<file path="src/verilog/uart_pkg.sv">
package uart_pkg;

    typedef logic [31:0] addr_t;
    typedef logic [31:0] data_t;

    // Register offsets
    localparam addr_t reg_dr  = 32'h0000_0000;
    localparam addr_t reg_cr  = 32'h0000_0004;
    localparam addr_t reg_sr  = 32'h0000_0008;
    localparam addr_t reg_brr = 32'h0000_000C;
    localparam addr_t reg_ier = 32'h0000_0010;

    // Value on pslverr
    localparam logic resp_okay   = 1'b0;
    localparam logic resp_slverr = 1'b1;

    typedef enum logic [1:0] {
        parity_none = 2'd0,
        parity_even = 2'd1,
        parity_odd  = 2'd2
    } parity_e;

    typedef struct packed {
        logic [3:0] data_bits; // 5 to 8
        logic [1:0] spare;     // Not stored, reads as zero
        logic       two_stop;
        parity_e    parity;
        logic       rx_en;
        logic       tx_en;
        logic       periph_en;
    } ctrl_t;

    // Same layout for status and interrupt enable
    typedef struct packed {
        logic overrun;
        logic frame_err;
        logic parity_err;
        logic rbf;
        logic tbe;
    } status_t;

    typedef struct packed {
        logic       valid;
        logic [7:0] data;
    } tx_req_t;

    typedef struct packed {
        logic       valid;
        logic [7:0] data;
        logic       parity_err;
        logic       frame_err;
    } rx_frame_t;

    // Data bits per frame, illegal settings pulled into 5..8
    function automatic logic [3:0] frame_bits(ctrl_t c);
        if (c.data_bits < 4'd5) begin
            return 4'd5;
        end
        if (c.data_bits > 4'd8) begin
            return 4'd8;
        end
        return c.data_bits;
    endfunction

    function automatic logic has_parity(ctrl_t c);
        return (c.parity == parity_even) || (c.parity == parity_odd);
    endfunction

endpackage
</file>
<file path="src/verilog/uart_periph.sv">
`timescale 1ns/10ps

module uart_periph #(
    parameter int BRR_WIDTH = 16
) (
    input  logic            seq,
    input  logic            arst_n,
    input  logic            psel,
    input  logic            penable,
    input  logic            pwrite,
    input  uart_pkg::addr_t paddr,
    input  uart_pkg::data_t pwdata,
    input  logic [3:0]      pstrb,
    output uart_pkg::data_t prdata,
    output logic            pready,
    output logic            pslverr,
    output logic            irq,
    output logic            tx,
    input  logic            rx
);

    uart_pkg::ctrl_t      ctrl;
    logic [BRR_WIDTH-1:0] brr;
    uart_pkg::tx_req_t    tx_req;
    logic                 tx_ready;
    uart_pkg::rx_frame_t  rx_frame;

    // Register file and buffers
    uart_regs #(
        .BRR_WIDTH (BRR_WIDTH)
    ) i_uart_regs (
        .seq      (seq),
        .arst_n   (arst_n),
        .psel     (psel),
        .penable  (penable),
        .pwrite   (pwrite),
        .paddr    (paddr),
        .pwdata   (pwdata),
        .pstrb    (pstrb),
        .prdata   (prdata),
        .pready   (pready),
        .pslverr  (pslverr),
        .ctrl     (ctrl),
        .brr      (brr),
        .tx_req   (tx_req),
        .tx_ready (tx_ready),
        .rx_frame (rx_frame),
        .irq      (irq)
    );

    uart_tx #(
        .BRR_WIDTH (BRR_WIDTH)
    ) i_uart_tx (
        .seq      (seq),
        .arst_n   (arst_n),
        .ctrl     (ctrl),
        .brr      (brr),
        .tx_req   (tx_req),
        .tx_ready (tx_ready),
        .tx       (tx)
    );

    uart_rx #(
        .BRR_WIDTH (BRR_WIDTH)
    ) i_uart_rx (
        .seq      (seq),
        .arst_n   (arst_n),
        .ctrl     (ctrl),
        .brr      (brr),
        .rx       (rx),
        .rx_frame (rx_frame)
    );

endmodule

</file>
<file path="src/verilog/uart_rx.sv">
`timescale 1ns/10ps

module uart_rx #(
    parameter int BRR_WIDTH = 16
) (
    input  logic                 seq,
    input  logic                 arst_n,
    input  uart_pkg::ctrl_t      ctrl,
    input  logic [BRR_WIDTH-1:0] brr,
    input  logic                 rx,
    output uart_pkg::rx_frame_t  rx_frame
);

    typedef enum logic [2:0] {
        st_idle,
        st_start,
        st_data,
        st_parity,
        st_stop,
        st_stop2
    } state_t;

    state_t               state;
    logic [BRR_WIDTH-1:0] baud_cnt;
    logic [3:0]           bit_cnt;
    logic [3:0]           nbits;
    logic                 rx_meta, rx_sync, rx_prev;
    logic                 bit_done, half_done, restart;
    logic                 frame_end;
    logic [7:0]           shift;
    logic                 par, perr, ferr;
    logic                 valid_q;
    logic [7:0]           frame_data;
    logic                 frame_perr, frame_ferr;

    assign nbits     = uart_pkg::frame_bits(ctrl);
    assign bit_done  = (brr == '0) || (baud_cnt == brr - BRR_WIDTH'(1));
    assign half_done = ((brr >> 1) == '0) || (baud_cnt == (brr >> 1) - BRR_WIDTH'(1));
    assign restart   = (state == st_idle) || ((state == st_start) ? half_done : bit_done);
    assign frame_end = bit_done && ((state == st_stop && !ctrl.two_stop) ||
                                    state == st_stop2);

    // Two-flop synchronizer plus edge history
    always_ff @(posedge seq or negedge arst_n) begin
        if (!arst_n) begin
            rx_meta <= 1'b1;
            rx_sync <= 1'b1;
            rx_prev <= 1'b1;
        end else begin
            rx_meta <= rx;
            rx_sync <= rx_meta;
            rx_prev <= rx_sync;
        end
    end

    always_ff @(posedge seq or negedge arst_n) begin
        if (!arst_n) begin
            state    <= st_idle;
            baud_cnt <= '0;
            bit_cnt  <= '0;
            valid_q  <= 1'b0;
        end else begin
            baud_cnt <= restart ? '0 : baud_cnt + BRR_WIDTH'(1);
            valid_q  <= frame_end;
            case (state)
                st_idle: begin
                    if (rx_prev && !rx_sync && ctrl.periph_en && ctrl.rx_en) state <= st_start;
                end
                st_start: begin
                    if (half_done) begin
                        state   <= rx_sync ? st_idle : st_data; // Glitch, not a start bit
                        bit_cnt <= '0;
                    end
                end
                st_data: begin
                    if (bit_done) begin
                        bit_cnt <= bit_cnt + 4'd1;
                        if (bit_cnt == nbits - 4'd1) begin
                            state <= uart_pkg::has_parity(ctrl) ? st_parity : st_stop;
                        end
                    end
                end
                st_parity: if (bit_done) state <= st_stop;
                st_stop:   if (bit_done) state <= ctrl.two_stop ? st_stop2 : st_idle;
                st_stop2:  if (bit_done) state <= st_idle;
                default:   state <= st_idle;
            endcase
        end
    end

    // Mid-bit samples and checks
    always_ff @(posedge seq) begin
        if (state == st_start && half_done) begin
            shift <= '0; // Unused high bits stay zero
            par   <= (ctrl.parity == uart_pkg::parity_odd);
            perr  <= 1'b0;
        end
        if (state == st_data && bit_done) begin
            shift[bit_cnt[2:0]] <= rx_sync;
            par                 <= par ^ rx_sync;
        end
        if (state == st_parity && bit_done) perr <= (rx_sync != par);
        if (state == st_stop && bit_done) ferr <= !rx_sync;  // First stop bit only
        if (frame_end) begin
            frame_data <= shift;
            frame_perr <= perr;
            frame_ferr <= (state == st_stop) ? !rx_sync : ferr;
        end
    end

    assign rx_frame = '{valid: valid_q, data: frame_data,
                        parity_err: frame_perr, frame_err: frame_ferr};

    a_valid_pulse: assert property (@(posedge seq) disable iff (!arst_n)
        rx_frame.valid |=> !rx_frame.valid);

endmodule

</file>
<file path="src/verilog/uart_tx.sv">
`timescale 1ns/10ps

module uart_tx #(
    parameter int BRR_WIDTH = 16
) (
    input  logic                 seq,
    input  logic                 arst_n,
    input  uart_pkg::ctrl_t      ctrl,
    input  logic [BRR_WIDTH-1:0] brr,
    input  uart_pkg::tx_req_t    tx_req,
    output logic                 tx_ready,
    output logic                 tx
);

    typedef enum logic [2:0] {
        st_idle,
        st_start,
        st_data,
        st_parity,
        st_stop
    } state_t;

    state_t               state;
    logic [BRR_WIDTH-1:0] baud_cnt;
    logic [3:0]           bit_cnt;
    logic [3:0]           nbits;
    logic [7:0]           shift;
    logic                 par;
    logic                 bit_done;
    logic                 accept;
    logic                 load_bit;

    assign nbits    = uart_pkg::frame_bits(ctrl);
    assign bit_done = (brr == '0) || (baud_cnt == brr - BRR_WIDTH'(1));
    assign tx_ready = (state == st_idle) && ctrl.periph_en && ctrl.tx_en;
    assign accept   = tx_req.valid && tx_ready;

    // Next data bit goes onto the line
    assign load_bit = bit_done && ((state == st_start) ||
                                   (state == st_data && bit_cnt != nbits));

    always_ff @(posedge seq or negedge arst_n) begin
        if (!arst_n) begin
            state    <= st_idle;
            baud_cnt <= '0;
            bit_cnt  <= '0;
            tx       <= 1'b1;
        end else begin
            baud_cnt <= (state == st_idle || bit_done) ? '0 : baud_cnt + BRR_WIDTH'(1);
            if (load_bit) begin
                tx      <= shift[0]; // LSB first
                bit_cnt <= (state == st_start) ? 4'd1 : bit_cnt + 4'd1;
            end
            case (state)
                st_idle: begin
                    if (accept) begin
                        state <= st_start;
                        tx    <= 1'b0;
                    end
                end
                st_start: begin
                    if (bit_done) state <= st_data;
                end
                st_data: begin
                    if (bit_done && bit_cnt == nbits) begin
                        state   <= uart_pkg::has_parity(ctrl) ? st_parity : st_stop;
                        tx      <= uart_pkg::has_parity(ctrl) ? par : 1'b1;
                        bit_cnt <= '0;
                    end
                end
                st_parity: begin
                    if (bit_done) begin
                        state <= st_stop;
                        tx    <= 1'b1;
                    end
                end
                st_stop: begin
                    if (bit_done) begin
                        if (ctrl.two_stop && bit_cnt == '0) begin
                            bit_cnt <= 4'd1; // Second stop bit
                        end else begin
                            state <= st_idle;
                        end
                    end
                end
                default: state <= st_idle;
            endcase
        end
    end

    // Shift register and running parity
    always_ff @(posedge seq) begin
        if (accept) begin
            shift <= tx_req.data;
            par   <= (ctrl.parity == uart_pkg::parity_odd);
        end else if (load_bit) begin
            shift <= shift >> 1;
            par   <= par ^ shift[0];
        end
    end

    a_idle_high: assert property (@(posedge seq) disable iff (!arst_n)
        state == st_idle |-> tx);

endmodule

</file>
<file path="src/verilog/uart_regs.sv">
`timescale 1ns/10ps

module uart_regs #(
    parameter int BRR_WIDTH = 16
) (
    input  logic                   seq,
    input  logic                   arst_n,
    input  logic                   psel,
    input  logic                   penable,
    input  logic                   pwrite,
    input  uart_pkg::addr_t        paddr,
    input  uart_pkg::data_t        pwdata,
    input  logic [3:0]             pstrb,
    output uart_pkg::data_t        prdata,
    output logic                   pready,
    output logic                   pslverr,
    output uart_pkg::ctrl_t        ctrl,
    output logic [BRR_WIDTH-1:0]   brr,
    output uart_pkg::tx_req_t      tx_req,
    input  logic                   tx_ready,
    input  uart_pkg::rx_frame_t    rx_frame,
    output logic                   irq
);

    uart_pkg::ctrl_t      ctrl_q;
    uart_pkg::ctrl_t      ctrl_wr;
    uart_pkg::status_t    status_q;
    uart_pkg::status_t    ier_q;
    logic [BRR_WIDTH-1:0] brr_q;
    logic [7:0]           tx_buf;
    logic [7:0]           rx_buf;

    logic [11:0]     offs;
    logic            access;
    logic            sel_dr, sel_cr, sel_sr, sel_brr, sel_ier;
    logic            err;
    logic            wr;
    logic            rd;
    uart_pkg::data_t cur;
    uart_pkg::data_t merged;

    // Byte lanes with strobe low keep the old value
    function automatic uart_pkg::data_t merge_strb(uart_pkg::data_t old_val,
                                                   uart_pkg::data_t new_val,
                                                   logic [3:0] strb);
        uart_pkg::data_t res;
        res = old_val;
        for (int i = 0; i < 4; i++) begin
            if (strb[i]) begin
                res[8*i +: 8] = new_val[8*i +: 8];
            end
        end
        return res;
    endfunction

    assign access  = psel && penable;
    assign offs    = paddr[11:0]; // 4 KB window
    assign sel_dr  = offs == uart_pkg::reg_dr[11:0];
    assign sel_cr  = offs == uart_pkg::reg_cr[11:0];
    assign sel_sr  = offs == uart_pkg::reg_sr[11:0];
    assign sel_brr = offs == uart_pkg::reg_brr[11:0];
    assign sel_ier = offs == uart_pkg::reg_ier[11:0];

    // DR is locked while the peripheral is off
    assign err = access && ((sel_dr && !ctrl_q.periph_en) ||
                            !(sel_dr || sel_cr || sel_sr || sel_brr || sel_ier));
    assign wr  = access && pwrite && !err;
    assign rd  = access && !pwrite && !err;

    always_comb begin
        cur = '0;
        if (sel_dr) begin
            cur = {24'b0, rx_buf};
        end else if (sel_cr) begin
            cur = {20'b0, ctrl_q};
        end else if (sel_sr) begin
            cur = {27'b0, status_q};
        end else if (sel_brr) begin
            cur = uart_pkg::data_t'(brr_q);
        end else if (sel_ier) begin
            cur = {27'b0, ier_q};
        end
    end

    assign merged = merge_strb(cur, pwdata, pstrb);

    always_comb begin
        ctrl_wr       = merged[11:0];
        ctrl_wr.spare = 2'b00;
    end

    assign prdata  = rd ? cur : '0;
    assign pready  = 1'b1; // No wait states
    assign pslverr = err ? uart_pkg::resp_slverr : uart_pkg::resp_okay;

    always_ff @(posedge seq or negedge arst_n) begin
        if (!arst_n) begin
            ctrl_q <= '0;
            brr_q  <= '0;
            ier_q  <= '0;
        end else if (wr) begin
            if (sel_cr) ctrl_q <= ctrl_wr;
            if (sel_brr) brr_q <= merged[BRR_WIDTH-1:0];
            if (sel_ier) ier_q <= merged[4:0];
        end
    end

    always_ff @(posedge seq or negedge arst_n) begin
        if (!arst_n) begin
            status_q <= '{overrun: 1'b0, frame_err: 1'b0, parity_err: 1'b0,
                          rbf: 1'b0, tbe: 1'b1};
        end else begin
            // Write one to clear the error flags
            if (wr && sel_sr && pstrb[0]) begin
                if (pwdata[2]) status_q.parity_err <= 1'b0;
                if (pwdata[3]) status_q.frame_err <= 1'b0;
                if (pwdata[4]) status_q.overrun <= 1'b0;
            end
            if (rd && sel_dr) status_q.rbf <= 1'b0;
            if (tx_req.valid && tx_ready) status_q.tbe <= 1'b1; // Buffer free again
            if (wr && sel_dr) begin
                if (status_q.tbe) begin
                    status_q.tbe <= 1'b0;
                end else begin
                    status_q.overrun <= 1'b1; // Byte dropped
                end
            end
            if (rx_frame.valid) begin
                status_q.rbf <= 1'b1;
                if (status_q.rbf) status_q.overrun <= 1'b1;
                if (rx_frame.parity_err) status_q.parity_err <= 1'b1;
                if (rx_frame.frame_err) status_q.frame_err <= 1'b1;
            end
        end
    end

    // One-word buffers
    always_ff @(posedge seq) begin
        if (wr && sel_dr && status_q.tbe) tx_buf <= pwdata[7:0];
        if (rx_frame.valid) rx_buf <= rx_frame.data; // Newest byte wins
    end

    always_ff @(posedge seq or negedge arst_n) begin
        if (!arst_n) begin
            irq <= 1'b0;
        end else begin
            irq <= |(status_q & ier_q);
        end
    end

    assign ctrl   = ctrl_q;
    assign brr    = brr_q;
    assign tx_req = '{valid: !status_q.tbe, data: tx_buf};

    a_apb_ready: assert property (@(posedge seq) disable iff (!arst_n)
        psel && penable |-> pready);

endmodule

</file>
<file path="config.mk">
export PLATFORM = sky130hd
export DESIGN_NAME = uart_periph
export DESIGN_NICKNAME = d
export VERILOG_FILES = /design/src/verilog/uart_pkg.sv /design/src/verilog/uart_periph.sv /design/src/verilog/uart_rx.sv /design/src/verilog/uart_tx.sv /design/src/verilog/uart_regs.sv
export SDC_FILE = /design/constraint.sdc
export NUM_CORES = 1
export LEC_CHECK = 0
export ABC_CLOCK_PERIOD_IN_PS = 11000
export BUFFER_PORTS_ARGS = -buffer_cell sky130_fd_sc_hd__buf_4
export CORE_MARGIN = 3
export CORE_UTILIZATION = 45
export DETAILED_ROUTE_END_ITERATION = 10
export SLEW_MARGIN = 30
export SYNTH_ARGS = -nofsm -noshare
export SYNTH_HDL_FRONTEND = slang
export SYNTH_SLANG_ARGS = --single-unit
</file>
<file path="constraint.sdc">
create_clock -name seq -period 11 [get_ports seq]
set_clock_uncertainty 0.2 [all_clocks]
set_input_delay 1.65 -clock seq [delete_from_list [all_inputs] [get_ports seq]]
set_output_delay 1.65 -clock seq [all_outputs]
set_load 0.01 [all_outputs]
</file>
==> flow_summary.json <==
{
  "outcome": "finished, final reports clean",
  "hold_start": "i_uart_rx.rx_meta$_DFF_PN1_",
  "placed_area_sq_mm": 0.00883,
  "reg2reg_depth": 10,
  "postCtsHoldBufs": 0,
  "power_mw": 1.11,
  "grt_use_total_pct": 21.2,
  "syn_to_final_growth_pct": 12.2,
  "drtIter0Drc": 411,
  "r2r_start": "i_uart_regs.brr[1]$_DFFE_PN0P_",
  "drive_gt1_share_pct": 14.9,
  "ys_seq_elements": 134,
  "grt_overflow_total": 0,
  "syn_area_sq_mm": 0.00840,
  "period_share_pct": 54.5,
  "clk_pin_slew_worst_paths_ns": 0.06,
  "cts_setup_buffers": 0,
  "arrival_ns": 4.15,
  "drc_errors": 0,
  "grt_pass1_vias": 6011,
  "routedWlPerCell_um": 18.2,
  "final_area_sq_mm": 0.00942,
  "synthFlopType": "dfrtp_1",
  "synth_cell_types": 83,
  "holdWs_ns": 0.155,
  "leakagePower_nw": 3.86,
  "layout.cells.non_filler": 1161,
  "dieArea_sq_mm": 0.0203,
  "drt-met1-wl_mm": 9.98,
  "dr_wl_met2_mm": 9.67,
  "boundaryPins": 110,
  "syn_inst": 899,
  "met3_length_mm": 1.12,
  "nets": 1004,
  "root_buffer": "clkbuf_16",
  "vias_per_cell": 5.62,
  "yosysTopAreaCell": "dfrtp_1",
  "cts_sinks": 134,
  "setup_viol": 0,
  "crit_required_ns": 9.15,
  "vdd_ir_drop_max_uv": 85.6,
  "max_cap_violations": 0,
  "r2r-end": "i_uart_tx.baud_cnt[5]$_DFF_PN0_",
  "initial_core_util_pct": 46.3,
  "place_inst": 1129,
  "synthTopCellsByArea": "dfrtp_1, edfxtp_1, xor2_1",
  "worstSetupPathType": "primary input to output pin",
  "cts_tree": "built",
  "hold_path_depth": 0,
  "finalHoldViolCount": 0,
  "period_minus_slack_ns": 6.00,
  "cts_resized": 0,
  "insertion_delay_ns": 0.42,
  "async_flop_share_pct": 65.7,
  "vias": 6522,
  "die_x_um": 143,
  "antenna_left": 0,
  "rows": 49,
  "r2r_setup_slack_ns": 6.29,
  "min_path_type": "register to register",
  "syn_area_per_cell_sq_um": 9.34,
  "wl_mm": 21.1,
  "die_h_um": 143,
  "grt_pass1_wl_mm": 33.6,
  "finalWeightedCongestion": 0.950,
  "cp-start-kind": "primary input",
  "worstMarginPinSlew_ns": 0.942,
  "core_sq_mm": 0.0181,
  "drv_slew": 0,
  "cp_max_fo": 9,
  "synth_edf_count": 38,
  "cts-buffers-inserted": 17,
  "synth_top_area_share_pct": 24.7,
  "hold_end": "i_uart_rx.rx_sync$_DFF_PN1_",
  "ys_seq_area_share_pct": 41.8,
  "crit_path_end_kind": "output pin",
  "n_antenna_cell": 0,
  "yosysWarnings": 0,
  "pwr_density_cell_mw_per_mm2": 117,
  "fmax_mhz": 167,
  "hpwlAfterDp_mm": 15.5,
  "setup_tns_ns": 0,
  "clock_path_buffers": 2,
  "grt_start_max_net_pins": 58,
  "port_buffers": 54,
  "htreeDepth": 4,
  "top_layer": "met4",
  "firstDrtPassIters": 5,
  "relSlewSlack_pct": 36.9,
  "antenna_found_initial": 0,
  "grt_setup_unrepaired": "false"
}
## cell usage after synthesis, types with 9 or more instances
| library cell | count |
|---|---|
| buf_4 | 19 |
| mux2i_1 | 16 |
| o21ai_0 | 45 |
| xor2_1 | 39 |
| a21oi_1 | 43 |
| nand2_1 | 90 |
| ha_1 | 11 |
| mux2_2 | 14 |
| nand3_1 | 38 |
| edfxtp_1 | 38 |
| a21o_1 | 9 |
| nor4_1 | 16 |
| and3_1 | 22 |
| or4_1 | 11 |
| dfrtp_1 | 83 |
| inv_1 | 21 |
| clkbuf_1 | 43 |
| xnor2_1 | 36 |
| xnor3_1 | 9 |
| nor2b_1 | 16 |
| nor2_1 | 89 |
| nor3_1 | 21 |
| nand4_1 | 10 |
## report_power, final
part | switching (mW) | total (mW) | internal (mW)
sequential | 0.000526 | 0.512 | 0.511
clock | 0.242 | 0.564 | 0.322
combinational | 0.0199 | 0.0314 | 0.0116
## per-stage QoR
stage / utilization [%] / setup WS (ns)
detailed placement: 48.7 / 5.09
finish: 51.9 / 5.00
floorplan: - / 5.33
CTS: 51.9 / 5.07
global placement: 48.6 / 5.12
global route: 51.9 / 4.87
## logic make-up after synthesis
group	after synthesis	synth area share, %
DFF	134	41.8
adders and majority gates	11	1.64
buffers and inverters	96	5.32
muxes	35	4.99
and+or+nand+nor	372	22.8
xor gates and xnor gates	85	10.5
AOI/OAI and AO/OA	164	12.9
other	2	0.0894
## registers in the layout (all words and copies together), names as in the netlist, 4 cells and up
name	flops
i_uart_regs.brr	16
i_uart_rx.baud_cnt	16
i_uart_tx.baud_cnt	16
i_uart_regs.ctrl	10
i_uart_regs.rx_buf	8
i_uart_regs.tx_buf	8
i_uart_rx.frame_data	8
i_uart_rx.shift	8
i_uart_tx.shift	8
i_uart_regs.ier_q	5
i_uart_regs.status_q	5
i_uart_rx.bit_cnt	4
i_uart_tx.bit_cnt	4
## worst max-delay path by stage
stage	startpoint	endpoint	slack, ns	cells past startpoint
after floorplan	paddr[7]	prdata[10]	5.33	6
after global placement	paddr[7]	prdata[9]	5.12	9
after detailed placement	paddr[7]	prdata[8]	5.09	9
after CTS	paddr[7]	prdata[9]	5.07	9
after global routing	paddr[7]	prdata[9]	4.87	9
final	paddr[7]	prdata[9]	5.00	9
## metal layers
metal / vias to the layer above / GRT usage (%)
met5: - / 0
met4: 0 / 6.05
met3: 28 / 4.77
met2: 169 / 31.4
met1: 3108 / 31.3
li1: 3217 / -
## area by class of cell
| cell class | count | area, sq um |
|---|---|---|
| fill | 1643 | 8730 |
| multi-input combinational | 684 | 4510 |
| sequential | 134 | 3510 |
| timing repair buffer | 60 | 450 |
| clock buffer | 17 | 425 |
| tap | 229 | 287 |
| clock inverter | 15 | 159 |
| inverter | 22 | 82.6 |
## critical path, stage by stage
cell and delay, ns:
buf_4 0.10, or4_1 0.50, nor4_1 0.28, buf_4 0.21, nor2b_1 0.30, nand2_1 0.28, or2_2 0.39, nor2_1 0.24
buf_4 0.18
## placed cells by master, fill, tap and decap left out, drive strengths merged, types with 5 or more instances in the layout
| master | n |
|---|---|
| a211oi | 6 |
| a21o | 9 |
| a21oi | 44 |
| a22oi | 5 |
| and3 | 22 |
| buf | 60 |
| clkbuf | 17 |
| clkinv | 5 |
| conb | 17 |
| dfrtp | 83 |
| dfstp | 5 |
| dfxtp | 8 |
| edfxtp | 38 |
| ha | 11 |
| inv | 31 |
| mux2 | 15 |
| mux2i | 16 |
| nand2 | 90 |
| nand2b | 7 |
| nand3 | 38 |
| nand3b | 5 |
| nand4 | 10 |
| nor2 | 89 |
| nor2b | 16 |
| nor3 | 22 |
| nor3b | 5 |
| nor4 | 21 |
| o211ai | 8 |
| o21ai | 47 |
| o31ai | 5 |
| or2 | 10 |
| or3 | 8 |
| or4 | 12 |
| xnor2 | 36 |
| xnor3 | 9 |
| xor2 | 39 |
Note: power is estimated with default switching activity, not from simulation.
